$ cat config.mk
export PLATFORM = sky130hd
export DESIGN_NAME = progMem
export DESIGN_NICKNAME = d
export VERILOG_FILES = /design/src/cpuPkg.sv /design/src/progMem.sv
export SDC_FILE = /design/constraint.sdc
export NUM_CORES = 2
export LEC_CHECK = 0
export BUFFER_PORTS_ARGS = -buffer_cell sky130_fd_sc_hd__buf_2
export CORE_MARGIN = 2
export CORE_UTILIZATION = 66
export CTS_BUF_LIST = sky130_fd_sc_hd__clkbuf_8
export DETAILED_ROUTE_END_ITERATION = 7
export PLACE_DENSITY_LB_ADDON = 0.3
export SLEW_MARGIN = 20
export SYNTH_ARGS = -nofsm -noshare
export SYNTH_HDL_FRONTEND = slang
export SYNTH_SLANG_ARGS = --single-unit
$ cat constraint.sdc
create_clock -name CLK -period 2.2 [get_ports CLK]
set_input_delay 0 -clock CLK [delete_from_list [all_inputs] [get_ports CLK]]
set_output_delay 0 -clock CLK [all_outputs]
set_load 0.005 [all_outputs]
$ cat src/cpuPkg.sv
package cpuPkg;

    ////////////////////////////////////////////////////////////
    // Widths and sizes

    localparam int dataWidth     = 8;    // Data, instructions
    localparam int addrWidth     = 8;    // Program and data RAM addresses
    localparam int hostAddrWidth = 9;    // Top bit selects program memory
    localparam int ramDepth      = 256;  // Words in data RAM and program memory

    typedef logic [dataWidth-1:0] byteT;

    // Program addresses that hold each thread's start address
    localparam byteT vectorLine0 = 8'hFF;
    localparam byteT vectorLine1 = 8'hFE;

    ////////////////////////////////////////////////////////////
    // Instruction fields

    // Low nibble of the instruction byte
    typedef enum logic [3:0] {
        opReadA  = 4'h0, opReadB  = 4'h1,
        opWriteA = 4'h2, opWriteB = 4'h3,
        opAluA   = 4'h4, opAluB   = 4'h5,
        opBranch = 4'h6, opGoto   = 4'h7,
        opIdle   = 4'h8, opCall   = 4'h9,
        opReturn = 4'hA,
        opDerefA = 4'hB, opDerefB = 4'hC
    } opcodeT;

    // High nibble of the instruction byte
    typedef enum logic [3:0] {
        aluAdd  = 4'h0, aluSub  = 4'h1, aluMul  = 4'h2,
        aluShl  = 4'h3, aluShr  = 4'h4,
        aluIncA = 4'h5, aluIncB = 4'h6,
        aluDecA = 4'h7, aluDecB = 4'h8,
        aluEq   = 4'h9, aluGt   = 4'hA, aluLt   = 4'hB
    } aluOpT;

    typedef enum logic [3:0] {
        stIdle, stVector, stVectorLoad, stFetch, stDecode,
        stBusSetup, stBusAccess, stRegLoad, stJump, stReturn
    } coreStateT;

endpackage

$ cat src/progMem.sv
`timescale 1ns/100ps

module progMem (
    input  logic                         CLK,
    input  logic                         we,
    input  logic [cpuPkg::addrWidth-1:0] wAddr,
    input  logic [cpuPkg::dataWidth-1:0] wData,
    input  logic [cpuPkg::addrWidth-1:0] rAddr,
    output logic [cpuPkg::dataWidth-1:0] rData
);
    import cpuPkg::*;

    byteT mem [0:ramDepth-1];  // Program image, loaded by the host

    // Host write port
    always_ff @(posedge CLK) begin
        if (we)
            mem[wAddr] <= wData;
    end

    // Core read port, one cycle latency
    always_ff @(posedge CLK) begin
        rData <= mem[rAddr];
    end

endmodule

== After elaboration in Yosys (flattened, before gate mapping) ==
Memory sizes are Yosys's and may differ from the RTL's. A register that Yosys moved wholly into a read port is not among the register bits.
Cells that the tools add are included.
Word-level totals
  register bits after elaboration: 0
  bits in writable memories: 2048
  input port bits: 26
  output and inout bits: 8
  word-level logic and storage cells: 3
  memories kept: 1
Cells by class
  muxes and demuxes: 2
Memories
  mem: words 256, bits a word 8, rd ports 1, clocked after memory_dff 1, wr ports 1, RTL line progMem.sv:13  | byteT mem [0:ramDepth-1];
Operators with widths (count)
  $mux 1: 2

== Logic depth before layout (Yosys ltp) ==
  depth after elaboration: 2
  depth in mapped cells: 11

== Worst setup path before layout ==
OpenSTA, ideal clock, no wires.
  path kind: input to register
  start point: input port rAddr[0] (netlist name)
  end point: register rData[2] (netlist name) (read register of mem)
  arrival time: 1.807 ns
  data required time: 2.069 ns
  path slack: 0.262 ns
  cell stages on the path: 9
  buffers on the path: 4
  cell sequence: buf_6 -> buf_12 -> buf_8 -> buf_2 -> mux4_2 -> a22oi_1 -> a21oi_1 -> nor4_1 -> nor4_2
RTL lines
  from (decl): RTL line progMem.sv:8  | input logic [cpuPkg::addrWidth-1:0] rAddr,
  to (decl): RTL line progMem.sv:9  | output logic [cpuPkg::dataWidth-1:0] rData

==> results.toml <==
[detailed_routing]
wirelength_um = 197000
wl_per_cell_um = 30.9
dr.pass1.iters = 6
drc = 0
first_iter_violations = 6704
avgViaCountPerCell = 6.68
ant_nets = 0
num_vias = 42600

[synth]
synth.avg_cell_area_sq_um = 21.3
synth_cell_types = 55
ys_warn_count = 0
yosysSeqAreaShare_pct = 77.5
ys_ff_latch = 2056
synth_edf_count = 2048
syn_nets = 3759
synth_cells = 3733
syn_area_sq_mm = 0.0796
ys.flop_type = "edfxtp_1"
synthArstFlopShare_pct = 0

[pwr]
power_density_mw_per_mm2 = 832
vdd_drop_max_uv = 796
leakagePower_nw = 30.5
power_mw = 77.0

[critical_path]
end_kind = "flop"
r2r_slack_ns = -0.14
crit_required_ns = 3.11
path_max_fanout = 1
start_kind = "flop"
startpoint = "mem[67][0]"
crit_arrival_ns = 3.25
critical_path_class = "flop to flop"
reg2reg_from = "mem[67][0]"

[run]
drv_cap = 0

[grt]
grt_pass1_vias = 43000
grt_usage_pct = 32.7
use_met2_pct = 51.7
antenna_found_initial = 5
top_usage_layer = "met2"
grt_max_degree = 119
grt_first_pass_wirelength_um = 286000
grt_overflow = 0
grtUsageMet3_pct = 7.89
use_met1_pct = 44.0

[cells_and_area]
drive_gt1_share_pct = 32.9
utilization_pct = 77.2
mostFrequentLayoutCells = "edfxtp_1, buf_4, mux4_2, clkbuf_8, nor2_1"
fillers = 5993
stdcell_area_sq_mm = 0.0925
regArea_sq_mm = 0.0617
multi_input_area_sq_mm = 0.0167
final_common_cell = "edfxtp_1"
area_delta_synth_final_pct = 16.2
final_nets = 4560

[worst_hold_path]
worstHoldStart = "wData[6]"
hold_path_class = "input pin to flop"

[floorplan]
io_pins = 34
std_cell_rows = 127
die_x_um = 351
coreArea_sq_mm = 0.120
start_util_pct = 66.4
dieArea_sq_mm = 0.123
dieHeight_um = 351

[clocking]
clock_latency_ns = 1.02
cts_setup_buffers = 0
cts_root_buf = "clkbuf_8"
cts_max_path_buffers = 4
cts_made_buffers = 329
cts.sinks = 2056
cts_tree = "done"
clk_pin_slew_ns = 0.07
htreeDepth = 5

[timing]
post-route-min-period_ns = 2.34
slew_headroom_pct = 39.5
fmax_ghz = 0.427
maxSlewViolCount = 0
fin_skew_ns = 0.0531
final-setup-viol-count = 5
fin_ws_ns = -0.140
finalHoldViolCount = 0
worst_pin_slew_ns = 0.908
fin_crit_sh_pct = 106
rsz0062_at_grt = "true"

[placement]
preCtsSetupSlack_ns = -0.589
globalplace.congestion = 0.910
placed_area_sq_mm = 0.0862
hpwlAfterDp_um = 124000
io_buffers = 33

[run_status]
status = "finished, violations left"
violations = "negative setup slack"
[path summary, 6_finish.rpt]
| check | cells after the start | endpoint |
|---|---|---|
| max | 6 | rData[0] |
| min | 2 | mem[219][6] |
| max reg2reg | 6 | rData[0] |
| min reg2reg | 5 | rData[5] |
[synth_stat cells (24+ instances only)]
cell type / n / area [sq um]
nor2_1: 282 / 1060
a21oi_1: 96 / 480
clkbuf_1: 111 / 417
o22ai_1: 28 / 175
nand2_1: 33 / 124
a22oi_1: 133 / 998
mux2i_1: 134 / 1340
mux4_2: 454 / 10200
nand3_1: 34 / 170
nor4_1: 24 / 150
buf_2: 31 / 155
edfxtp_1: 2048 / 61500
nor2b_1: 31 / 194
buf_4: 27 / 203
o221ai_1: 46 / 403
[layer usage]
metal  vias to the layer above  part of all wire, %
li1                      17300                    -
met1                     21600                   35
met2                      3077                   49
met3                       565                   12
met4                         2                  4.8
met5                         -               0.0066
[state kept, by name, summed over array words and instances (netlist names)]
name   count
mem     2048
rData      8
[kinds of logic after synthesis]
family / Yosys count / synth area share [%]
muxes: 591 / 14.6
DFF: 2056 / 77.5
AOI/OAI and AO/OA: 385 / 3.42
buffers and inverters: 235 / 1.83
and+or+nand+nor: 466 / 2.63
[metrics by stage]
stage                     std cells  hold WS, ns  setup TNS (ns)
final                          6379       0.0984          -0.235
after global routing           6377       0.0828          -0.456
after CTS                      6374       0.0119          -0.403
after detailed placement       5785        0.314           -3.78
after global placement         5784        0.320           -4.28
after floorplan                3733       0.0989               0
[where the power goes]
| part | total, mW | switching [mW] | internal (mW) | leakage, nW |
|---|---|---|---|---|
| Combinational | 4.50 | 2.67 | 1.83 | 8.74 |
| Clock | 29.2 | 14.3 | 14.9 | 3.30 |
| Sequential | 43.3 | 0.0760 | 43.2 | 18.5 |
[repair_timing]
action / CTS / global route
gates resized for setup: 28 / 21
hold buffers: 31 / 0
pin swaps: 8 / 12
hold endpoints to repair: 3739 / 0
setup endpoints to repair: 8 / 134
[critical path: stages, from the launching register on]
cell	delay, ns
edfxtp_1	0.37
mux4_2	0.53
mux4_2	0.55
nor2b_1	0.21
nor4_2	0.34
buf_4	0.20
nor4_2	0.04
[layout make-up]
cell class,count,share of cell area (%)
clock inverter,223,1.18
inverter,2,0.00812
sequential,2056,66.7
multi-input combinational,1442,18.1
clock buffer,335,4.99
tap,1612,2.18
timing repair buffer,703,6.85
antenna,6,0.0162
(Power assumes the default switching activity.)
