--- src/cpuPkg.sv ---
package cpuPkg;

    ////////////////////////////////////////////////////////////
    // Widths and sizes

    localparam int dataWidth     = 8;    // Data, instructions
    localparam int addrWidth     = 8;    // Program and data RAM addresses
    localparam int hostAddrWidth = 9;    // Top bit selects program memory
    localparam int ramDepth      = 256;  // Words in data RAM and program memory

    typedef logic [dataWidth-1:0] byteT;

    // Program addresses that hold each thread's start address
    localparam byteT vectorLine0 = 8'hFF;
    localparam byteT vectorLine1 = 8'hFE;

    ////////////////////////////////////////////////////////////
    // Instruction fields

    // Low nibble of the instruction byte
    typedef enum logic [3:0] {
        opReadA  = 4'h0, opReadB  = 4'h1,
        opWriteA = 4'h2, opWriteB = 4'h3,
        opAluA   = 4'h4, opAluB   = 4'h5,
        opBranch = 4'h6, opGoto   = 4'h7,
        opIdle   = 4'h8, opCall   = 4'h9,
        opReturn = 4'hA,
        opDerefA = 4'hB, opDerefB = 4'hC
    } opcodeT;

    // High nibble of the instruction byte
    typedef enum logic [3:0] {
        aluAdd  = 4'h0, aluSub  = 4'h1, aluMul  = 4'h2,
        aluShl  = 4'h3, aluShr  = 4'h4,
        aluIncA = 4'h5, aluIncB = 4'h6,
        aluDecA = 4'h7, aluDecB = 4'h8,
        aluEq   = 4'h9, aluGt   = 4'hA, aluLt   = 4'hB
    } aluOpT;

    typedef enum logic [3:0] {
        stIdle, stVector, stVectorLoad, stFetch, stDecode,
        stBusSetup, stBusAccess, stRegLoad, stJump, stReturn
    } coreStateT;

endpackage

--- src/memBusIf.sv ---
`timescale 1ns/100ps

// APB-style data bus between requesters and the data RAM
interface memBusIf;
    import cpuPkg::*;

    logic                 sel;     // Transfer in progress
    logic                 enable;  // Access phase
    logic                 write;
    logic [addrWidth-1:0] addr;
    byteT                 wData;
    byteT                 rData;   // Valid while ready is high
    logic                 ready;   // Ends the access phase

    // Side that starts transfers
    modport requester (
        output sel, enable, write, addr, wData,
        input  rData, ready
    );

    // Side that answers them
    modport completer (
        input  sel, enable, write, addr, wData,
        output rData, ready
    );

endinterface

--- src/dataRam.sv ---
`timescale 1ns/100ps

module dataRam (
    input  logic       CLK,
    input  logic       RESET,
    memBusIf.completer bus
);
    import cpuPkg::*;

    byteT mem [0:ramDepth-1];
    byteT readReg;   // Read data captured in the first access cycle
    logic waitDone;  // First access cycle has passed

    // Ready in the second access cycle
    assign bus.ready = bus.sel && bus.enable && waitDone;
    assign bus.rData = readReg;

    always_ff @(posedge CLK) begin
        if (RESET)
            waitDone <= 1'b0;
        else if (bus.ready)
            waitDone <= 1'b0;                 // Next transfer waits again
        else if (bus.sel && bus.enable)
            waitDone <= 1'b1;
    end

    always_ff @(posedge CLK) begin
        if (bus.sel && bus.enable && !waitDone)
            readReg <= mem[bus.addr];
        if (bus.ready && bus.write)
            mem[bus.addr] <= bus.wData;       // Write on the closing edge
    end

endmodule

--- src/flat_wrapper.sv ---
// flat-port wrapper written by rule: the top's interface ports become plain ports
module dataRam_flat import cpuPkg::*;
  (CLK, RESET, bus_sel, bus_enable, bus_write, bus_addr, bus_wData, bus_rData, bus_ready);
  memBusIf bus_i ();
  input  logic CLK;
  input  logic RESET;
  input wire logic [$bits(bus_i.sel)-1:0] bus_sel;
  input wire logic [$bits(bus_i.enable)-1:0] bus_enable;
  input wire logic [$bits(bus_i.write)-1:0] bus_write;
  input wire logic [$bits(bus_i.addr)-1:0] bus_addr;
  input wire logic [$bits(bus_i.wData)-1:0] bus_wData;
  output wire logic [$bits(bus_i.rData)-1:0] bus_rData;
  output wire logic [$bits(bus_i.ready)-1:0] bus_ready;
  assign bus_i.sel = bus_sel;
  assign bus_i.enable = bus_enable;
  assign bus_i.write = bus_write;
  assign bus_i.addr = bus_addr;
  assign bus_i.wData = bus_wData;
  assign bus_rData = bus_i.rData;
  assign bus_ready = bus_i.ready;
  dataRam u_core (.CLK(CLK), .RESET(RESET), .bus(bus_i));
endmodule
--- config.mk ---
export PLATFORM = sky130hd
export DESIGN_NAME = dataRam_flat
export DESIGN_NICKNAME = d
export VERILOG_FILES = /design/src/cpuPkg.sv /design/src/memBusIf.sv /design/src/dataRam.sv /design/src/flat_wrapper.sv
export SDC_FILE = /design/constraint.sdc
export NUM_CORES = 2
export LEC_CHECK = 0
export BUFFER_PORTS_ARGS = -buffer_cell sky130_fd_sc_hd__buf_2
export CAP_MARGIN = 5
export CORE_MARGIN = 2
export CORE_UTILIZATION = 62
export DETAILED_ROUTE_END_ITERATION = 8
export GPL_ROUTABILITY_DRIVEN = 0
export HOLD_SLACK_MARGIN = 0.1
export PLACE_DENSITY = 0.78
export SYNTH_ARGS = -nofsm -noshare
export SYNTH_HDL_FRONTEND = slang
export SYNTH_SLANG_ARGS = --single-unit
--- constraint.sdc ---
create_clock -name CLK -period 2.85 [get_ports CLK]
set_input_delay 0.285 -clock CLK [delete_from_list [all_inputs] [get_ports CLK]]
set_output_delay 0.285 -clock CLK [all_outputs]
set_load 0.005 [all_outputs]
## Word level (Yosys, flattened, before mapping)

Memories as Yosys holds them, arrays and structs flattened. A register that Yosys moved wholly into a read port is not among the register bits.
Cells that the tools add are included.

- Memory bits (writable): 2048
- Word-level logic and storage cells: 10
- Register bits after elaboration: 1
- Output and inout port bits: 9
- Memories: 1

- Mux-type cells: 2
- Reductions and logical operators: 6

Memory list:

| memory | depth | bits a word | rd ports | clocked after Yosys merged registers in | write ports | RTL line | RTL |
|---|---|---|---|---|---|---|---|
| u_core.mem | 256 | 8 | 1 | 1 | 1 | dataRam.sv:10 | `byteT mem [0:ramDepth-1];` |

Operator list:

| kind | count |
|---|---|
| 1-bit logical AND | 4 |
| 1-bit two-way mux | 2 |
| 2-bit OR reduction | 1 |
| 1-bit logical NOT | 1 |

## Logic depth before layout (Yosys ltp)

- Depth in word-level cells: 5
- Mapped depth: 9
- Mapped depth without buffers: 5

## Worst setup path after synthesis

No wires, ideal clock.

- Kind: input-to-reg
- Start: input bus_addr[0]
- End: memory u_core.mem[117][0] in the netlist's numbering (enable)
- Data arrival time: 2210 ps
- Required time: 2480 ps
- Setup slack: 270 ps
- Cell stages on the path: 8
- Cell sequence: buf_2 buf_6 buf_2 buf_2 nor3b_1 nand2_1 clkbuf_1 nor2_1

RTL lines:

| what | RTL line | RTL |
|---|---|---|
| start, declared | flat_wrapper.sv:10 | `input wire logic [$bits(bus_i.addr)-1:0] bus_addr;` |
| end, declared | dataRam.sv:10 |  |

No word-level cell before the write port.

## Worst setup path after layout

- Start: register u_core.waitDone
- End: memory u_core.mem[140][2] in the netlist's numbering (enable)

- Longest elaborated chain between the ends: 4

RTL lines:

| what | RTL line | RTL |
|---|---|---|
| start, declared | dataRam.sv:12 | `logic waitDone;` |
| start signal, assigned | dataRam.sv:20 | `waitDone <= 1'b0;` |
| start signal, assigned | dataRam.sv:22 | `waitDone <= 1'b0;` |
| start signal, assigned | dataRam.sv:24 | `waitDone <= 1'b1;` |
| 1-bit logical AND | dataRam.sv:15 | `assign bus.ready = bus.sel && bus.enable && waitDone;` |
| 1-bit logical AND | dataRam.sv:30 | `if (bus.ready && bus.write)` |
| 1-bit two-way mux | dataRam.sv:30 |  |
| 1-bit two-way mux (implied by the code) | dataRam.sv:31 | `mem[bus.addr] <= bus.wData;` |

No other way between the ends.

==> results.yml <==
worst_setup_path:
  crit_top_cell: "buf_4"
  end_kind: "register"
  critPathSlowestCell: "and3_1"
  cp_cell_sequence: "and3_1 -> nand2_1 -> nor3_1 -> buf_4 -> nand2_2 -> buf_4 -> nor2_1 -> buf_4"
  arrival_ns: 3.23
  critPathBufInv: 3
  critical-path-top-delay-family: "simple AND/OR/NAND/NOR gates"
  worst_path_largest_cell_delay_ns: 0.38
  crit_required_ns: 3.36
  start_kind: "register"
  critPathKind: "register to register"
  critical_path.max_fanout: 9
floorplan:
  start_util_pct: 62.4
  core_area_sq_um: 126000
  rows: 130
  dieArea_sq_um: 129000
  die_w_um: 360
  io_pins: 30
  die_h_um: 360
job:
  max_cap_violations: 0
cts:
  cts_buffer_depth: 3
  cts_sinks: 2057
  cts_setup_buffers: 0
  cts.clk_slew.worst_paths_ns: 0.06
  root_buffer: "clkbuf_16"
  cts_made_buffers: 191
  clock_latency_ns: 0.83
  cts_max_level: 4
  cts_tree: "yes"
global_route:
  grt_pass1_vias: 41400
  grt_overflow: 0
  grt_usage_pct: 30.9
  grt_max_degree: 122
  grt_pass1_wl_um: 287000
  grt_antenna_before_repair: 8
timing:
  rsz0062_at_grt: "false"
  slew_headroom_pct: 39.4
  min_period_over_period_pct: 95.2
  fmax_mhz: 369
  period_needed_ns: 2.71
  worst_slew_pin_slew_ns: 0.909
  finalHoldViolations: 0
  setup_viol: 0
  maxSlewViolCount: 0
  skew_ns: 0.0299
synth:
  synth_seq_cells: 2057
  yosysWarningCount: 0
  synth_nets: 3552
  ys_seq_area_share_pct: 78.8
  syn_inst: 3531
  synthDistinctLibCells: 24
  syn_area_per_cell_sq_um: 22.2
  netlist_area_sq_um: 78400
place:
  placed_cells: 5533
  hpwl_um: 117000
  io_buffers: 29
  placed_area_sq_um: 84800
drt:
  wl_met1_um: 69100
  dr_wl_met3_um: 25100
  wl_met2_um: 94600
  vias_per_cell: 6.99
  antenna_left: 0
  drtPass1Iterations: 6
  routed.top_layer: "met5"
  post-route-drc-count: 0
  via_count: 41200
  wl_um: 198000
  post_drt_wl_per_cell_um: 33.6
  first_iter_violations: 6984
final_layout:
  layout.cells.non_filler: 5896
  design_area_sq_um: 91000
  fin_nets: 4108
  mostFrequentLayoutCells: "edfxtp_1 (2056), mux4_2 (512), buf_4 (477)"
  layout_commonest_cell: "edfxtp_1"
  drive_gt1_share_pct: 32.6
  area_delta_synth_final_pct: 16.0
status:
  status: "finished clean"
min_path:
  holdCritPathClass: "input pin to register"
pwr:
  irDropWorstVdd_mv: 0.573
  cellLeakagePower_uw: 0.0289
  powerDensity_nw_per_um2: 673
[kinds of logic (layout without fill, tap and decap cells)]
group | after synthesis | after routing | share of synthesized area [%]
multiplexers | 512 | 512 | 14.7
AND/OR/NAND/NOR | 320 | 320 | 1.62
buffers and inverters | 225 | 938 | 1.28
other | 0 | 2 | 0
XOR/XNOR | 1 | 1 | 0.0112
flip-flops | 2057 | 2057 | 78.8
AO/OA/AOI/OAI | 416 | 416 | 3.63
[per-layer routing]
layer	track usage, %	vias to the layer above
met1	43.2	21300
met2	47.9	3281
met5	0	-
li1	-	16100
met4	12.9	10
met3	7.42	549
[per-stage QoR]
step / utilization, % / setup TNS (ns) / worst slack [ns] / power (uW) / hold slack [ns]
floorplan: - / 0 / 0.270 / 35300 / 0.357
global placement: 67.5 / -2.28 / -0.669 / 36700 / 0.443
detailed placement: 67.5 / -2.50 / -0.714 / 36800 / 0.444
CTS: 72.5 / 0 / 0.161 / 61400 / 0.116
global route: 72.5 / 0 / 0.0184 / 62600 / 0.137
finish: 72.5 / 0 / 0.136 / 61300 / 0.135
[registers in the layout, indices dropped and copies added, names as in the netlist]
register          flops
u_core.waitDone       1
u_core.bus.rData      8
u_core.mem         2048
[Yosys cell counts]
library cell | count | area, sq um
or2_2 | 1 | 6.26
a21oi_1 | 128 | 641
dfxtp_1 | 1 | 20.0
and3_1 | 1 | 6.26
nand2_1 | 31 | 116
nand4_1 | 8 | 50.1
buf_2 | 41 | 205
nor3_1 | 1 | 5.00
nor2b_1 | 6 | 37.5
o41ai_1 | 32 | 280
a22oi_1 | 256 | 1920
buf_1 | 17 | 63.8
nor2_1 | 261 | 980
buf_6 | 9 | 101
and4_1 | 1 | 8.76
buf_4 | 11 | 82.6
and2_1 | 2 | 12.5
nor3b_1 | 2 | 15.0
edfxtp_1 | 2056 | 61700
nand2b_1 | 2 | 12.5
mux4_2 | 512 | 11500
xor2_1 | 1 | 8.76
nand3_1 | 4 | 20.0
clkbuf_1 | 147 | 552
[power breakdown]
group,internal (uW),switching (uW)
logic,1140,1770
registers,33300,26.1
clock network,14000,11000
total,48400,12800
[final timing paths]
path                        start             endpoint  slack [ns]  depth (start not counted)
setup / recovery  u_core.waitDone   u_core.mem[140][2]        0.14                          8
setup reg to reg  u_core.waitDone   u_core.mem[140][2]        0.14                          8
hold reg to reg   u_core.waitDone  u_core.bus.rData[6]        0.80                          2
hold / removal       bus_wData[5]   u_core.mem[169][5]        0.13                          1
[timing repair]
| item | CTS | global route |
|---|---|---|
| hold buffers | 11 | 0 |
| endpoints found under the hold margin | 267 | 0 |
| endpoints found under the setup margin | 1 | 4 |
| gates resized for setup | 1 | 1 |
| cloned | 0 | 0 |
[layout make-up]
cell class / count / area (sq um)
Sequential cell: 2057 / 61800
Fill cell: 6685 / 34600
Clock buffer: 227 / 4980
Timing Repair Buffer: 588 / 5350
Tap cell: 1650 / 2060
Multi-Input combinational cell: 1249 / 15700
Antenna cell: 2 / 5.00
Clock inverter: 123 / 1110
(Power assumes the default switching activity.)
