--- src/cpuPkg.sv ---
package cpuPkg;

    ////////////////////////////////////////////////////////////
    // Widths and sizes

    localparam int dataWidth     = 8;    // Data, instructions
    localparam int addrWidth     = 8;    // Program and data RAM addresses
    localparam int hostAddrWidth = 9;    // Top bit selects program memory
    localparam int ramDepth      = 256;  // Words in data RAM and program memory

    typedef logic [dataWidth-1:0] byteT;

    // Program addresses that hold each thread's start address
    localparam byteT vectorLine0 = 8'hFF;
    localparam byteT vectorLine1 = 8'hFE;

    ////////////////////////////////////////////////////////////
    // Instruction fields

    // Low nibble of the instruction byte
    typedef enum logic [3:0] {
        opReadA  = 4'h0, opReadB  = 4'h1,
        opWriteA = 4'h2, opWriteB = 4'h3,
        opAluA   = 4'h4, opAluB   = 4'h5,
        opBranch = 4'h6, opGoto   = 4'h7,
        opIdle   = 4'h8, opCall   = 4'h9,
        opReturn = 4'hA,
        opDerefA = 4'hB, opDerefB = 4'hC
    } opcodeT;

    // High nibble of the instruction byte
    typedef enum logic [3:0] {
        aluAdd  = 4'h0, aluSub  = 4'h1, aluMul  = 4'h2,
        aluShl  = 4'h3, aluShr  = 4'h4,
        aluIncA = 4'h5, aluIncB = 4'h6,
        aluDecA = 4'h7, aluDecB = 4'h8,
        aluEq   = 4'h9, aluGt   = 4'hA, aluLt   = 4'hB
    } aluOpT;

    typedef enum logic [3:0] {
        stIdle, stVector, stVectorLoad, stFetch, stDecode,
        stBusSetup, stBusAccess, stRegLoad, stJump, stReturn
    } coreStateT;

endpackage

--- src/memBusIf.sv ---
`timescale 1ns/100ps

// APB-style data bus between requesters and the data RAM
interface memBusIf;
    import cpuPkg::*;

    logic                 sel;     // Transfer in progress
    logic                 enable;  // Access phase
    logic                 write;
    logic [addrWidth-1:0] addr;
    byteT                 wData;
    byteT                 rData;   // Valid while ready is high
    logic                 ready;   // Ends the access phase

    // Side that starts transfers
    modport requester (
        output sel, enable, write, addr, wData,
        input  rData, ready
    );

    // Side that answers them
    modport completer (
        input  sel, enable, write, addr, wData,
        output rData, ready
    );

endinterface

--- src/hostPort.sv ---
`timescale 1ns/100ps

module hostPort (
    input  logic                             CLK,
    input  logic                             RESET,
    input  logic                             pSel,
    input  logic                             pEnable,
    input  logic                             pWrite,
    input  logic [cpuPkg::hostAddrWidth-1:0] pAddr,
    input  logic [cpuPkg::dataWidth-1:0]     pWData,
    output logic [cpuPkg::dataWidth-1:0]     pRData,
    output logic                             pReady,
    output logic                             progWe,
    output logic [cpuPkg::addrWidth-1:0]     progWAddr,
    output logic [cpuPkg::dataWidth-1:0]     progWData,
    memBusIf.requester                       bus
);
    import cpuPkg::*;

    logic progHit;     // Access targets program memory
    logic progAccess;  // Program memory access phase

    assign progHit    = pAddr[hostAddrWidth-1];
    assign progAccess = pSel && pEnable && progHit;

    // Data RAM side rides the shared bus, phases map one to one
    assign bus.sel    = pSel && !progHit;
    assign bus.enable = pEnable && !progHit;
    assign bus.write  = pWrite;
    assign bus.addr   = pAddr[addrWidth-1:0];
    assign bus.wData  = pWData;

    // Program memory answers at once, reads return 00
    assign pReady = progHit ? progAccess : bus.ready;
    assign pRData = progHit ? '0 : bus.rData;

    // Program write strobe lands the cycle after the access phase
    always_ff @(posedge CLK) begin
        if (RESET)
            progWe <= 1'b0;
        else
            progWe <= progAccess && pWrite;
    end

    always_ff @(posedge CLK) begin
        if (progAccess && pWrite) begin
            progWAddr <= pAddr[addrWidth-1:0];
            progWData <= pWData;
        end
    end

endmodule

--- src/flat_wrapper.sv ---
// flat-port wrapper written by rule: the top's interface ports become plain ports
module hostPort_flat import cpuPkg::*;
  (CLK, RESET, pSel, pEnable, pWrite, pAddr, pWData, pRData, pReady, progWe, progWAddr, progWData, bus_sel, bus_enable, bus_write, bus_addr, bus_wData, bus_rData, bus_ready);
  memBusIf bus_i ();
  input  logic CLK;
  input  logic RESET;
  input  logic pSel;
  input  logic pEnable;
  input  logic pWrite;
  input  logic [cpuPkg::hostAddrWidth-1:0] pAddr;
  input  logic [cpuPkg::dataWidth-1:0] pWData;
  output logic [cpuPkg::dataWidth-1:0] pRData;
  output logic pReady;
  output logic progWe;
  output logic [cpuPkg::addrWidth-1:0] progWAddr;
  output logic [cpuPkg::dataWidth-1:0] progWData;
  output wire logic [$bits(bus_i.sel)-1:0] bus_sel;
  output wire logic [$bits(bus_i.enable)-1:0] bus_enable;
  output wire logic [$bits(bus_i.write)-1:0] bus_write;
  output wire logic [$bits(bus_i.addr)-1:0] bus_addr;
  output wire logic [$bits(bus_i.wData)-1:0] bus_wData;
  input wire logic [$bits(bus_i.rData)-1:0] bus_rData;
  input wire logic [$bits(bus_i.ready)-1:0] bus_ready;
  assign bus_sel = bus_i.sel;
  assign bus_enable = bus_i.enable;
  assign bus_write = bus_i.write;
  assign bus_addr = bus_i.addr;
  assign bus_wData = bus_i.wData;
  assign bus_i.rData = bus_rData;
  assign bus_i.ready = bus_ready;
  hostPort u_core (.CLK(CLK), .RESET(RESET), .pSel(pSel), .pEnable(pEnable), .pWrite(pWrite), .pAddr(pAddr), .pWData(pWData), .pRData(pRData), .pReady(pReady), .progWe(progWe), .progWAddr(progWAddr), .progWData(progWData), .bus(bus_i));
endmodule
--- config.mk ---
export PLATFORM = sky130hd
export DESIGN_NAME = hostPort_flat
export DESIGN_NICKNAME = d
export VERILOG_FILES = /design/src/cpuPkg.sv /design/src/memBusIf.sv /design/src/hostPort.sv /design/src/flat_wrapper.sv
export SDC_FILE = /design/constraint.sdc
export NUM_CORES = 1
export LEC_CHECK = 0
export BUFFER_PORTS_ARGS = -buffer_cell sky130_fd_sc_hd__buf_2
export CORE_MARGIN = 2
export CORE_UTILIZATION = 34
export DETAILED_ROUTE_END_ITERATION = 8
export HOLD_SLACK_MARGIN = 0.12
export PLACE_DENSITY = 0.78
export SYNTH_ARGS = -nofsm -noshare
export SYNTH_HDL_FRONTEND = slang
export SYNTH_SLANG_ARGS = --single-unit
--- constraint.sdc ---
create_clock -name CLK -period 1.2 [get_ports CLK]
set_input_delay 0 -clock CLK [delete_from_list [all_inputs] [get_ports CLK]]
set_output_delay 0 -clock CLK [all_outputs]
set_load 0.02 [all_outputs]
### Word-level counts from Yosys, hierarchy flattened

Index checks and enable logic that the tools add are counted.
W data, S select, Z words.

| word-level totals | value |
|---|---|
| bits in read-only memories | 0 |
| RAM bits | 0 |
| output and inout port bits | 45 |
| bits in registers | 17 |
| latch bits | 0 |
| memories kept | 0 |
| logic and storage cells | 11 |

| cells by class | value |
|---|---|
| bitwise gates (word level) | 0 |
| magnitude comparators | 0 |
| eq/ne operators | 0 |
| multipliers | 0 |
| add/subtract/negate cells | 0 |
| reduce and logical (&&, ||, !) cells | 6 |
| shift operators | 0 |
| div/mod/pow operators | 0 |
| multiplexer cells | 2 |

Operators by type and width:

| cell | number |
|---|---|
| $mux W8 | 1 |
| $logic_and A1 B1 Y1 | 5 |
| $logic_not A1 Y1 | 1 |
| $mux W1 | 1 |

### Longest topological paths before layout

| logic depth | value |
|---|---|
| word-level depth | 3 |
| mapped depth | 3 |
| mapped depth without buffers | 2 |

### Worst setup path after synthesis

Ideal clock, no wire load.

| path | value |
|---|---|
| path type | input-to-reg |
| start | input pWrite |
| end | register u_core.progWAddr[0] (netlist name), enable pin |
| required time | 0.826 ns |
| cell stages on the path | 1 |
| path buffers | 0 |
| data arrival time | 0.528 ns |
| path slack | 0.298 ns |
| cell sequence | and4_1 |

| between the ends | value |
|---|---|
| longest elaborated chain between the ends | 1 |

Ends and longest elaborated chain:

| element | line | source |
|---|---|---|
| start, declared | flat_wrapper.sv:9 | `input logic pWrite;` |
| $logic_and A1 B1 Y1 | hostPort.sv:46 | `if (progAccess && pWrite) begin` |
| end signal, assigned | hostPort.sv:47 | `progWAddr <= pAddr[addrWidth-1:0];` |
| end, declared | hostPort.sv:14 | `output logic [cpuPkg::addrWidth-1:0] progWAddr,` |

No other way between the ends.
A chain may end at the register's enable or synchronous reset.

### Worst setup path after layout

| path | value |
|---|---|
| start | input pWData[1] (netlist name) |
| end | output bus_wData[1] |

RTL lines:

| element | line | source |
|---|---|---|
| start, declared | flat_wrapper.sv:11 | `input logic [cpuPkg::dataWidth-1:0] pWData;` |
| end, declared | flat_wrapper.sv:21 | `output wire logic [$bits(bus_i.wData)-1:0] bus_wData;` |

No word-level cell between the ends.

==> metrics <==
EDFF count, synth=16; die span in x=50.3 um; via count=659; RSZ-0062 raised after global routing=false; grt total ovfl=0; Slew @ Worst Pin=193 ps; Worst Path Arrival=approximately 830 ps; Final Worst Setup Slack=between 300 and 400 ps; Worst slew margin=a little under 90%; Synth Register Bits=17; Die ar.=0.00253 mm^2; CTS Sinks=17; CTS resizes=0; CP max stage delay=about 550 ps; wire per inst=around 11 um; H-tree Lvls=1; top-count cell post-synth=buf_4; Nets=between 150 and 200; startpoint type of the worst setup path=primary input; row cnt=16; Routed Antenna Nets=0; area grow syn2layout=67.4%; Yosys top cell area share=between 60% and 70%; startpoint of the worst hold path=pWrite; CP Cell Sequence=dlygate4sd3_1 -> buf_2 -> buf_2; layout cells sized above 1=between 60% and 70%; vias in the first global route=642; Die H=approximately 50 um; hold worst-path end=bus_write; I/O pins=76; status=finished clean; total track usage=roughly 15%; drt first pass iters=4; Residual DRC=0; initial drt markers=2; Syn. warnings=0; critical setup path kind=in2out; maximum VDD drop=501 uV; fin. max-slew vios=0; largest net degree at the start of global routing=18; final worst path period share=between 60% and 70%; Placed Cells=between 100 and 150; cell accounting for the most synthesized area=edfxtp_1; syn_nets=slightly above 80; top cells by area, synth=edfxtp_1 (66%), buf_4 (19%), nor2b_1 (8.6%); Top cell by count, worst path=buf_2; number of I/O port buffers=between 70 and 80; non-filler cells, final=156; Setup violations, final=0; Max Buffers Root-to-Sink=2; Final GP Congestion=around 0.78; dpl ws=approximately 280 ps; sequential element share of the synthesized area=between 60 and 70%; FFs w/ async S/R, synth=0%; crit path max fanout=2; Antenna Cells=0; area of the mapped netlist=728 um^2; Initial Utilization=a little under two fifths; Root Buffer=clkbuf_4; fmax=about 1200 MHz; vias per cell=about 4.2; final setup TNS=0 ps; Primary FF master, synth=edfxtp_1; Post-Syn Instances=50; slowest CP cell=dlygate4sd3_1; min-delay worst type=in2out; Yosys cell types=9; top cells by count, synth=buf_4 (18), edfxtp_1 (16), nor2b_1 (10); hold depth=2; Post-CTS Setup Inserts=0; maxcap violations=0; WP data required=1200 ps; first-pass GRT wire length=about 2600 um; wire length after detailed routing=approximately 1800 um; Syn Area/Cell=approximately 15 um^2; antenna violations before repair=0; P_leak=0.593 nW; total CTS buffers=3; CTS tree=yes; final number of hold-violating endpoints=0; Core Region=0.00198 mm^2; min cycle time layout=a little over 800 ps; Setup crit end kind=output port; P per Cell Area=between 1000 and 1500 mW/mm^2
==> registers in the layout, summed over array words and instances (netlist names) <==
register and cells:
u_core.progWAddr 8, u_core.progWData 8, u_core.progWe 1
==> layout by cell type (no fill, tap or decap), drive strengths merged <==
cell and instances:
dlygate4sd3 17, inv 1, edfxtp 16, o21ai 1
nand3 1, dfxtp 1, and2b 1, clkbuf 4
buf 76, and4 1, nor2b 10
==> logic make-up (layout without fill, tap and decap cells) <==
group                  Yosys count  count (layout)  synth area share [%]
buffers and inverters           19              98                  19.1
DFF                             17              17                  68.7
and+or+nand+nor                 13              13                  11.5
AOI/OAI and AO/OA                1               1                 0.687
==> where the power goes <==
part           switching, mW  internal, mW  total [mW]
combinational          0.152         0.128       0.280
sequential           0.00310         0.667       0.670
clock                  0.153         0.129       0.282
total                  0.308         0.923        1.23
==> per-layer routing <==
layer	global-route usage, %	routed length (um)
met5	0	0
met4	9.72	17
met3	4.46	228
met2	29.8	941
met1	11.7	571
==> how the worst max path moves through the flow <==
stage | to | slack (ps) | start | depth (start not counted)
final | bus_wData[1] | 370 | pWData[1] | 3
after global routing | progWAddr[3] | 330 | u_core.progWAddr[3] | 1
after CTS | progWData[6] | 360 | u_core.progWData[6] | 1
after detailed placement | u_core.progWData[6] | 280 | pAddr[8] | 3
after global placement | u_core.progWAddr[4] | 310 | pAddr[8] | 3
after floorplan | u_core.progWAddr[0] | 300 | pWrite | 1
==> repair_timing <==
item	CTS	global route
endpoints found under the setup margin	0	0
hold buffers	17	0
endpoints found under the hold margin	17	0
==> metrics by stage <==
| step | area (um^2) | utilization [%] | power, mW | hold slack [ps] |
|---|---|---|---|---|
| 6_report | 1220 | 61.5 | 1.23 | 233 |
| 5_1_grt | 1220 | 61.5 | 1.29 | 248 |
| 2_1_floorplan | 728 | - | 0.842 | 78.1 |
| 3_3_place_gp | 1020 | 51.6 | 0.917 | 189 |
| 3_5_place_dp | 1020 | 51.6 | 0.920 | 190 |
| 4_1_cts | 1220 | 61.5 | 1.24 | 232 |
==> critical path, delay by kind of cell <==
kind | cells | cell delay, ps
buf+inv | 3 | 830
==> cell type report <==
class | count | area, um^2
Clock buffer | 4 | 26.3
Fill cell | 171 | 763
Multi-Input combinational cell | 14 | 88.8
Tap cell | 27 | 33.8
Sequential cell | 17 | 500
Inverter | 1 | 3.75
Timing Repair Buffer | 93 | 566
Power figures use the tool's default switching activity.
