[src/cpuPkg.sv]
package cpuPkg;

    ////////////////////////////////////////////////////////////
    // Widths and sizes

    localparam int dataWidth     = 8;    // Data, instructions
    localparam int addrWidth     = 8;    // Program and data RAM addresses
    localparam int hostAddrWidth = 9;    // Top bit selects program memory
    localparam int ramDepth      = 256;  // Words in data RAM and program memory

    typedef logic [dataWidth-1:0] byteT;

    // Program addresses that hold each thread's start address
    localparam byteT vectorLine0 = 8'hFF;
    localparam byteT vectorLine1 = 8'hFE;

    ////////////////////////////////////////////////////////////
    // Instruction fields

    // Low nibble of the instruction byte
    typedef enum logic [3:0] {
        opReadA  = 4'h0, opReadB  = 4'h1,
        opWriteA = 4'h2, opWriteB = 4'h3,
        opAluA   = 4'h4, opAluB   = 4'h5,
        opBranch = 4'h6, opGoto   = 4'h7,
        opIdle   = 4'h8, opCall   = 4'h9,
        opReturn = 4'hA,
        opDerefA = 4'hB, opDerefB = 4'hC
    } opcodeT;

    // High nibble of the instruction byte
    typedef enum logic [3:0] {
        aluAdd  = 4'h0, aluSub  = 4'h1, aluMul  = 4'h2,
        aluShl  = 4'h3, aluShr  = 4'h4,
        aluIncA = 4'h5, aluIncB = 4'h6,
        aluDecA = 4'h7, aluDecB = 4'h8,
        aluEq   = 4'h9, aluGt   = 4'hA, aluLt   = 4'hB
    } aluOpT;

    typedef enum logic [3:0] {
        stIdle, stVector, stVectorLoad, stFetch, stDecode,
        stBusSetup, stBusAccess, stRegLoad, stJump, stReturn
    } coreStateT;

endpackage

[src/memBusIf.sv]
`timescale 1ns/100ps

// APB-style data bus between requesters and the data RAM
interface memBusIf;
    import cpuPkg::*;

    logic                 sel;     // Transfer in progress
    logic                 enable;  // Access phase
    logic                 write;
    logic [addrWidth-1:0] addr;
    byteT                 wData;
    byteT                 rData;   // Valid while ready is high
    logic                 ready;   // Ends the access phase

    // Side that starts transfers
    modport requester (
        output sel, enable, write, addr, wData,
        input  rData, ready
    );

    // Side that answers them
    modport completer (
        input  sel, enable, write, addr, wData,
        output rData, ready
    );

endinterface

[src/busArbiter.sv]
`timescale 1ns/100ps

module busArbiter (
    input  logic       CLK,
    input  logic       RESET,
    memBusIf.completer coreBus,
    memBusIf.completer hostBus,
    memBusIf.requester ramBus
);
    logic grantHost;  // Host owns the RAM this cycle
    logic curHost;    // Owner while locked
    logic lastHost;   // Owner of the last finished transfer
    logic locked;     // Transfer started, hold until ready

    // Alternate on contention, otherwise give it to whoever asks
    always_comb begin
        if (locked)
            grantHost = curHost;
        else if (coreBus.sel && hostBus.sel)
            grantHost = !lastHost;
        else
            grantHost = hostBus.sel;
    end

    always_ff @(posedge CLK) begin
        if (RESET) begin
            locked   <= 1'b0;
            curHost  <= 1'b0;
            lastHost <= 1'b1;                 // Core goes first after reset
        end else if (ramBus.ready) begin
            locked   <= 1'b0;
            lastHost <= grantHost;
        end else if (ramBus.sel) begin
            locked   <= 1'b1;
            curHost  <= grantHost;
        end
    end

    // Steer the granted side onto the RAM
    assign ramBus.sel    = grantHost ? hostBus.sel    : coreBus.sel;
    assign ramBus.enable = grantHost ? hostBus.enable : coreBus.enable;
    assign ramBus.write  = grantHost ? hostBus.write  : coreBus.write;
    assign ramBus.addr   = grantHost ? hostBus.addr   : coreBus.addr;
    assign ramBus.wData  = grantHost ? hostBus.wData  : coreBus.wData;

    // Waiting side sees ready low and stretches its access phase
    assign coreBus.ready = !grantHost && ramBus.ready;
    assign hostBus.ready = grantHost && ramBus.ready;
    assign coreBus.rData = grantHost ? '0 : ramBus.rData;
    assign hostBus.rData = grantHost ? ramBus.rData : '0;

endmodule

[src/flat_wrapper.sv]
// flat-port wrapper written by rule: the top's interface ports become plain ports
module busArbiter_flat 
  (CLK, RESET, coreBus_sel, coreBus_enable, coreBus_write, coreBus_addr, coreBus_wData, coreBus_rData, coreBus_ready, hostBus_sel, hostBus_enable, hostBus_write, hostBus_addr, hostBus_wData, hostBus_rData, hostBus_ready, ramBus_sel, ramBus_enable, ramBus_write, ramBus_addr, ramBus_wData, ramBus_rData, ramBus_ready);
  memBusIf coreBus_i ();
  memBusIf hostBus_i ();
  memBusIf ramBus_i ();
  input  logic CLK;
  input  logic RESET;
  input wire logic [$bits(coreBus_i.sel)-1:0] coreBus_sel;
  input wire logic [$bits(coreBus_i.enable)-1:0] coreBus_enable;
  input wire logic [$bits(coreBus_i.write)-1:0] coreBus_write;
  input wire logic [$bits(coreBus_i.addr)-1:0] coreBus_addr;
  input wire logic [$bits(coreBus_i.wData)-1:0] coreBus_wData;
  output wire logic [$bits(coreBus_i.rData)-1:0] coreBus_rData;
  output wire logic [$bits(coreBus_i.ready)-1:0] coreBus_ready;
  input wire logic [$bits(hostBus_i.sel)-1:0] hostBus_sel;
  input wire logic [$bits(hostBus_i.enable)-1:0] hostBus_enable;
  input wire logic [$bits(hostBus_i.write)-1:0] hostBus_write;
  input wire logic [$bits(hostBus_i.addr)-1:0] hostBus_addr;
  input wire logic [$bits(hostBus_i.wData)-1:0] hostBus_wData;
  output wire logic [$bits(hostBus_i.rData)-1:0] hostBus_rData;
  output wire logic [$bits(hostBus_i.ready)-1:0] hostBus_ready;
  output wire logic [$bits(ramBus_i.sel)-1:0] ramBus_sel;
  output wire logic [$bits(ramBus_i.enable)-1:0] ramBus_enable;
  output wire logic [$bits(ramBus_i.write)-1:0] ramBus_write;
  output wire logic [$bits(ramBus_i.addr)-1:0] ramBus_addr;
  output wire logic [$bits(ramBus_i.wData)-1:0] ramBus_wData;
  input wire logic [$bits(ramBus_i.rData)-1:0] ramBus_rData;
  input wire logic [$bits(ramBus_i.ready)-1:0] ramBus_ready;
  assign coreBus_i.sel = coreBus_sel;
  assign coreBus_i.enable = coreBus_enable;
  assign coreBus_i.write = coreBus_write;
  assign coreBus_i.addr = coreBus_addr;
  assign coreBus_i.wData = coreBus_wData;
  assign coreBus_rData = coreBus_i.rData;
  assign coreBus_ready = coreBus_i.ready;
  assign hostBus_i.sel = hostBus_sel;
  assign hostBus_i.enable = hostBus_enable;
  assign hostBus_i.write = hostBus_write;
  assign hostBus_i.addr = hostBus_addr;
  assign hostBus_i.wData = hostBus_wData;
  assign hostBus_rData = hostBus_i.rData;
  assign hostBus_ready = hostBus_i.ready;
  assign ramBus_sel = ramBus_i.sel;
  assign ramBus_enable = ramBus_i.enable;
  assign ramBus_write = ramBus_i.write;
  assign ramBus_addr = ramBus_i.addr;
  assign ramBus_wData = ramBus_i.wData;
  assign ramBus_i.rData = ramBus_rData;
  assign ramBus_i.ready = ramBus_ready;
  busArbiter u_core (.CLK(CLK), .RESET(RESET), .coreBus(coreBus_i), .hostBus(hostBus_i), .ramBus(ramBus_i));
endmodule
[config.mk]
export PLATFORM = sky130hd
export DESIGN_NAME = busArbiter_flat
export DESIGN_NICKNAME = d
export VERILOG_FILES = /design/src/cpuPkg.sv /design/src/memBusIf.sv /design/src/busArbiter.sv /design/src/flat_wrapper.sv
export SDC_FILE = /design/constraint.sdc
export NUM_CORES = 1
export LEC_CHECK = 0
export ABC_AREA = 1
export CAP_MARGIN = 5
export CORE_AREA = 2 2 39 41
export DETAILED_ROUTE_END_ITERATION = 8
export DIE_AREA = 0 0 41 43
export DONT_BUFFER_PORTS = 1
export PLACE_DENSITY_LB_ADDON = 0.2
export SLEW_MARGIN = 40
export SYNTH_ARGS = -nofsm -noshare
export SYNTH_HDL_FRONTEND = slang
export SYNTH_SLANG_ARGS = --single-unit
export TNS_END_PERCENT = 10
[constraint.sdc]
create_clock -name CLK -period 2.92 [get_ports CLK]
set_clock_uncertainty 0.1 [all_clocks]
set_input_delay 0.584 -clock CLK [delete_from_list [all_inputs] [get_ports CLK]]
set_output_delay 0.584 -clock CLK [all_outputs]
set_load 0.1 [all_outputs]
# ---- Word level (Yosys, flattened, before mapping)
# Cells that the tools add are included.
dict set report word_totals {
  in_bits 49
  ff_bits 3
}
dict set report classes {
  bitwise_logic 1
  n_reduce_logical 7
  muxes 9
}
# operator n
set op_table {}
lappend op_table {{two-way mux 8 bit} 4}
lappend op_table {{two-way mux 1 bit} 5}
lappend op_table {{logical AND 1 bit} 3}
lappend op_table {{logical NOT 1 bit} 2}
lappend op_table {{AND reduction 2 bit} 1}
lappend op_table {{OR reduction 2 bit} 1}
lappend op_table {{NOT 1 bit} 1}

# ---- Depth between registers and ports, before layout
dict set report logic_depth {
  ltp_word 5
  depth_mapped 7
}

# ---- Least setup slack after synthesis
# No wires, ideal clock.
dict set report synth_timing {
  kind {input port to output port}
  start {input coreBus_sel}
  end {output coreBus_rData[0]}
  path_slack_ps -43
  required_time_ps 2236
  cell_stages 6
  t_arrival_ps 2279
  cell_sequence {nand2_1 > nand3_2 > nand2_2 > buf_6 > buf_8 > nor2_1}
}
dict set report synth_via {
  elab_chain_len 4
}
# element line
set synth_rtl {}
lappend synth_rtl {{start, declared} flat_wrapper.sv:9} ;# input wire logic [$bits(coreBus_i.sel)-1:0] coreBus_sel;
lappend synth_rtl {{logical AND 1 bit} busArbiter.sv:19} ;# else if (coreBus.sel && hostBus.sel)
lappend synth_rtl {{two-way mux 1 bit} busArbiter.sv:19}
lappend synth_rtl {{two-way mux 1 bit} busArbiter.sv:17} ;# if (locked)
lappend synth_rtl {{two-way mux 8 bit} busArbiter.sv:49} ;# assign coreBus.rData = grantHost ? '0 : ramBus.rData;
lappend synth_rtl {{end, declared} flat_wrapper.sv:14} ;# output wire logic [$bits(coreBus_i.rData)-1:0] coreBus_rData;
# Every way passes these cells.

# ---- Final worst setup path
dict set report layout_timing {
  start {register u_core.locked}
  end {output ramBus_wData[3]}
}
dict set report layout_via {
  elab_chain_len 2
}
# element line
set layout_rtl {}
lappend layout_rtl {{start, declared} busArbiter.sv:13} ;# logic locked;
lappend layout_rtl {{start signal, assigned} busArbiter.sv:27} ;# locked <= 1'b0;
lappend layout_rtl {{start signal, assigned} busArbiter.sv:31} ;# locked <= 1'b0;
lappend layout_rtl {{start signal, assigned} busArbiter.sv:34} ;# locked <= 1'b1;
lappend layout_rtl {{two-way mux 1 bit} busArbiter.sv:17}
lappend layout_rtl {{two-way mux 8 bit} busArbiter.sv:44} ;# assign ramBus.wData = grantHost ? hostBus.wData : coreBus.wData;
lappend layout_rtl {{end, declared} flat_wrapper.sv:27} ;# output wire logic [$bits(ramBus_i.wData)-1:0] ramBus_wData;
# Every way passes these cells.

==> flow_metrics.tcl <==
set metrics [dict create \
    rsz0062_at_grt "no" \
    cts_root_buf "clkbuf_4" \
    outcome "finished clean" \
    clk_path_buf_depth 2 \
    synth-adder-area-share 0 \
    num_rows 14 \
    pin_count 86 \
    grt_pass1_wl_um 2860 \
    min_period_ns 2.51 \
    syn_area_um2 544 \
    worstReg2RegStart "u_core.locked" \
    drt_iter0_markers 12 \
    setup.worst_path.class "reg2out" \
    synth.mux.area_fraction 0 \
    core-area_um2 1380 \
    finalCritPeriodShare 0.860 \
    nets 199 \
    cp_slowest_cell "inv_2" \
    worstPathRequired_ns 2.24 \
    clock_sink_count 3 \
    synth-xor-area-share 0 \
    ys_ff_latch 3 \
    grt.busiest_layer "met2" \
    maxCapViolations 0 \
    cts_hold_buf 0 \
    start_util 0.393 \
    netlist_instances 112 \
    cp.depth 7 \
    gp_congestion 0.645 \
    peakVddDrop_mv 0.407 \
    power_uw 742 \
    tightest_slew_ns 0.493 \
    syn_nets 161 \
    grt_pass1_vias 653 \
    ff2ff_path_depth 7 \
    drive_gt1_frac 0.409 \
    yosysSeqAreaShare 0.110 \
    met2_usage 0.394 \
    antenna_cells 0 \
    fillCellCount 80 \
    finalWirelength_um 2100 \
    power.density_nw_per_um2 633 \
    drc 0 \
    cts_resized 0 \
    yosysWarningCount 0 \
    mostFrequentLayoutCells "nand2_1, buf_12, nor2_2" \
    min_path_type "in2reg" \
    path_buf_inv 3 \
    drtAntennaViolNets 0 \
    cp_data_arrival_time_ns 1.83 \
    cpMostUsedCell "nand2_1" \
    synth_compound_area_frac 0.0230 \
    cp_max_fo 27 \
    clk_latency_ns 0.24 \
    postCtsSetupRepairBufs 0 \
    die_w_um 41 \
    viasPerCell 4.81 \
    critPathLaunch "u_core.locked" \
    cts_inserted_buffers 3 \
    antenna_found_initial 0 \
    clk_pin_slew_ns 0.03 \
    p_leak_nw 0.650 \
    dp.final_hpwl_um 1790 \
    syn_avg_cell_area_um2 4.86 \
    post_drt_wl_per_cell_um 12.7 \
    slew_headroom 0.671 \
    hp-start "RESET" \
    cts_tree "yes" \
    worstSetupEndpointType "output port" \
    met1_usage 0.268 \
    synth-simple-area-share 0.639 \
    portBuffers 0 \
    first_pass_iters 4 \
    finalSetupViolations 0 \
    areaGrowthSynthToFinish_pct 116 \
    vias 794 \
    whs_path_depth 2 \
    drv_slew 0 \
    crit_family "buffers and inverters" \
    synth_top_family_by_area "simple AND/OR/NAND/NOR gates" \
    dieArea_um2 1760 \
    final_common_cell "nand2_1" \
    grt-ovfl-total 0 \
    synth.distinct_cells 16 \
    grt_start_max_net_pins 28 \
    fp.dieH_um 43 \
    crit_path_start_kind "register" \
    met3_usage 0.0366 \
    holdWs_ns 0.351 \
    path_cells "inv_1 > nand3_2 > nand2_2 > inv_2 > nand2_1 > nand2_1 > buf_12" \
    cts.htree.levels 1 \
    finalHoldViolCount 0 \
    max_freq_mhz 398 \
    grt_use_total 0.234 \
    max_stage_delay_ns 0.45 \
]
==> path summary, 6_finish.rpt <==
check,to,slack (ns)
max reg2reg,u_core.curHost,1.33
max,ramBus_wData[3],0.41
min reg2reg,u_core.lastHost,0.38
min,u_core.lastHost,0.35
==> cells by family after synthesis <==
kind of cell	after synthesis
compound gates	2
buf+inv	22
flops	3
simple gates	85
==> registers in the layout, indices dropped and copies added (netlist names) <==
register         cells
u_core.curHost       1
u_core.lastHost      1
u_core.locked        1
==> routing by layer <==
metal,share of wire,vias up
met3,0.11,6
met1,0.35,334
met2,0.52,57
met4,0.019,0
met5,0,-
li1,-,397
==> through the flow <==
stage                     TNS, ns  utilization  cell area [um^2]  worst slack [ns]  std cells
after global placement          0        0.829              1150             0.513        161
after floorplan            -0.376            -               544           -0.0434        112
after CTS                       0        0.848              1170             0.402        165
after detailed placement        0        0.829              1150             0.420        161
final                           0        0.848              1170             0.408        165
after global routing            0        0.848              1170             0.269        165
==> Yosys cell counts <==
cell / instances / share of area
and2_1: 1 / 0.012
o211ai_1: 1 / 0.014
nand2_2: 1 / 0.012
nor2_1: 14 / 0.097
dfxtp_1: 3 / 0.11
inv_1: 16 / 0.11
or2_1: 1 / 0.012
buf_6: 4 / 0.083
a21oi_1: 1 / 0.0092
nand3_1: 2 / 0.018
nor2_2: 4 / 0.046
inv_2: 1 / 0.0069
buf_8: 1 / 0.028
nand4_1: 1 / 0.012
nand3_2: 1 / 0.018
nand2_1: 60 / 0.41
==> cell type report <==
class                      count  area, um^2  area share
timing repair buffer          38         611       0.520
multi-input combinational     87         393       0.335
inverter                      17        63.8      0.0544
sequential                     3        60.1      0.0512
clock buffer                   4        26.3      0.0224
tap                           16        20.0      0.0171
==> power breakdown <==
| part | switching [mW] | total [mW] | internal, mW |
|---|---|---|---|
| combinational | 0.448 | 0.622 | 0.174 |
| clock | 0.0225 | 0.0738 | 0.0513 |
| sequential | 0.00184 | 0.0463 | 0.0445 |
| total | 0.473 | 0.742 | 0.270 |
(Power assumes the default switching activity.)
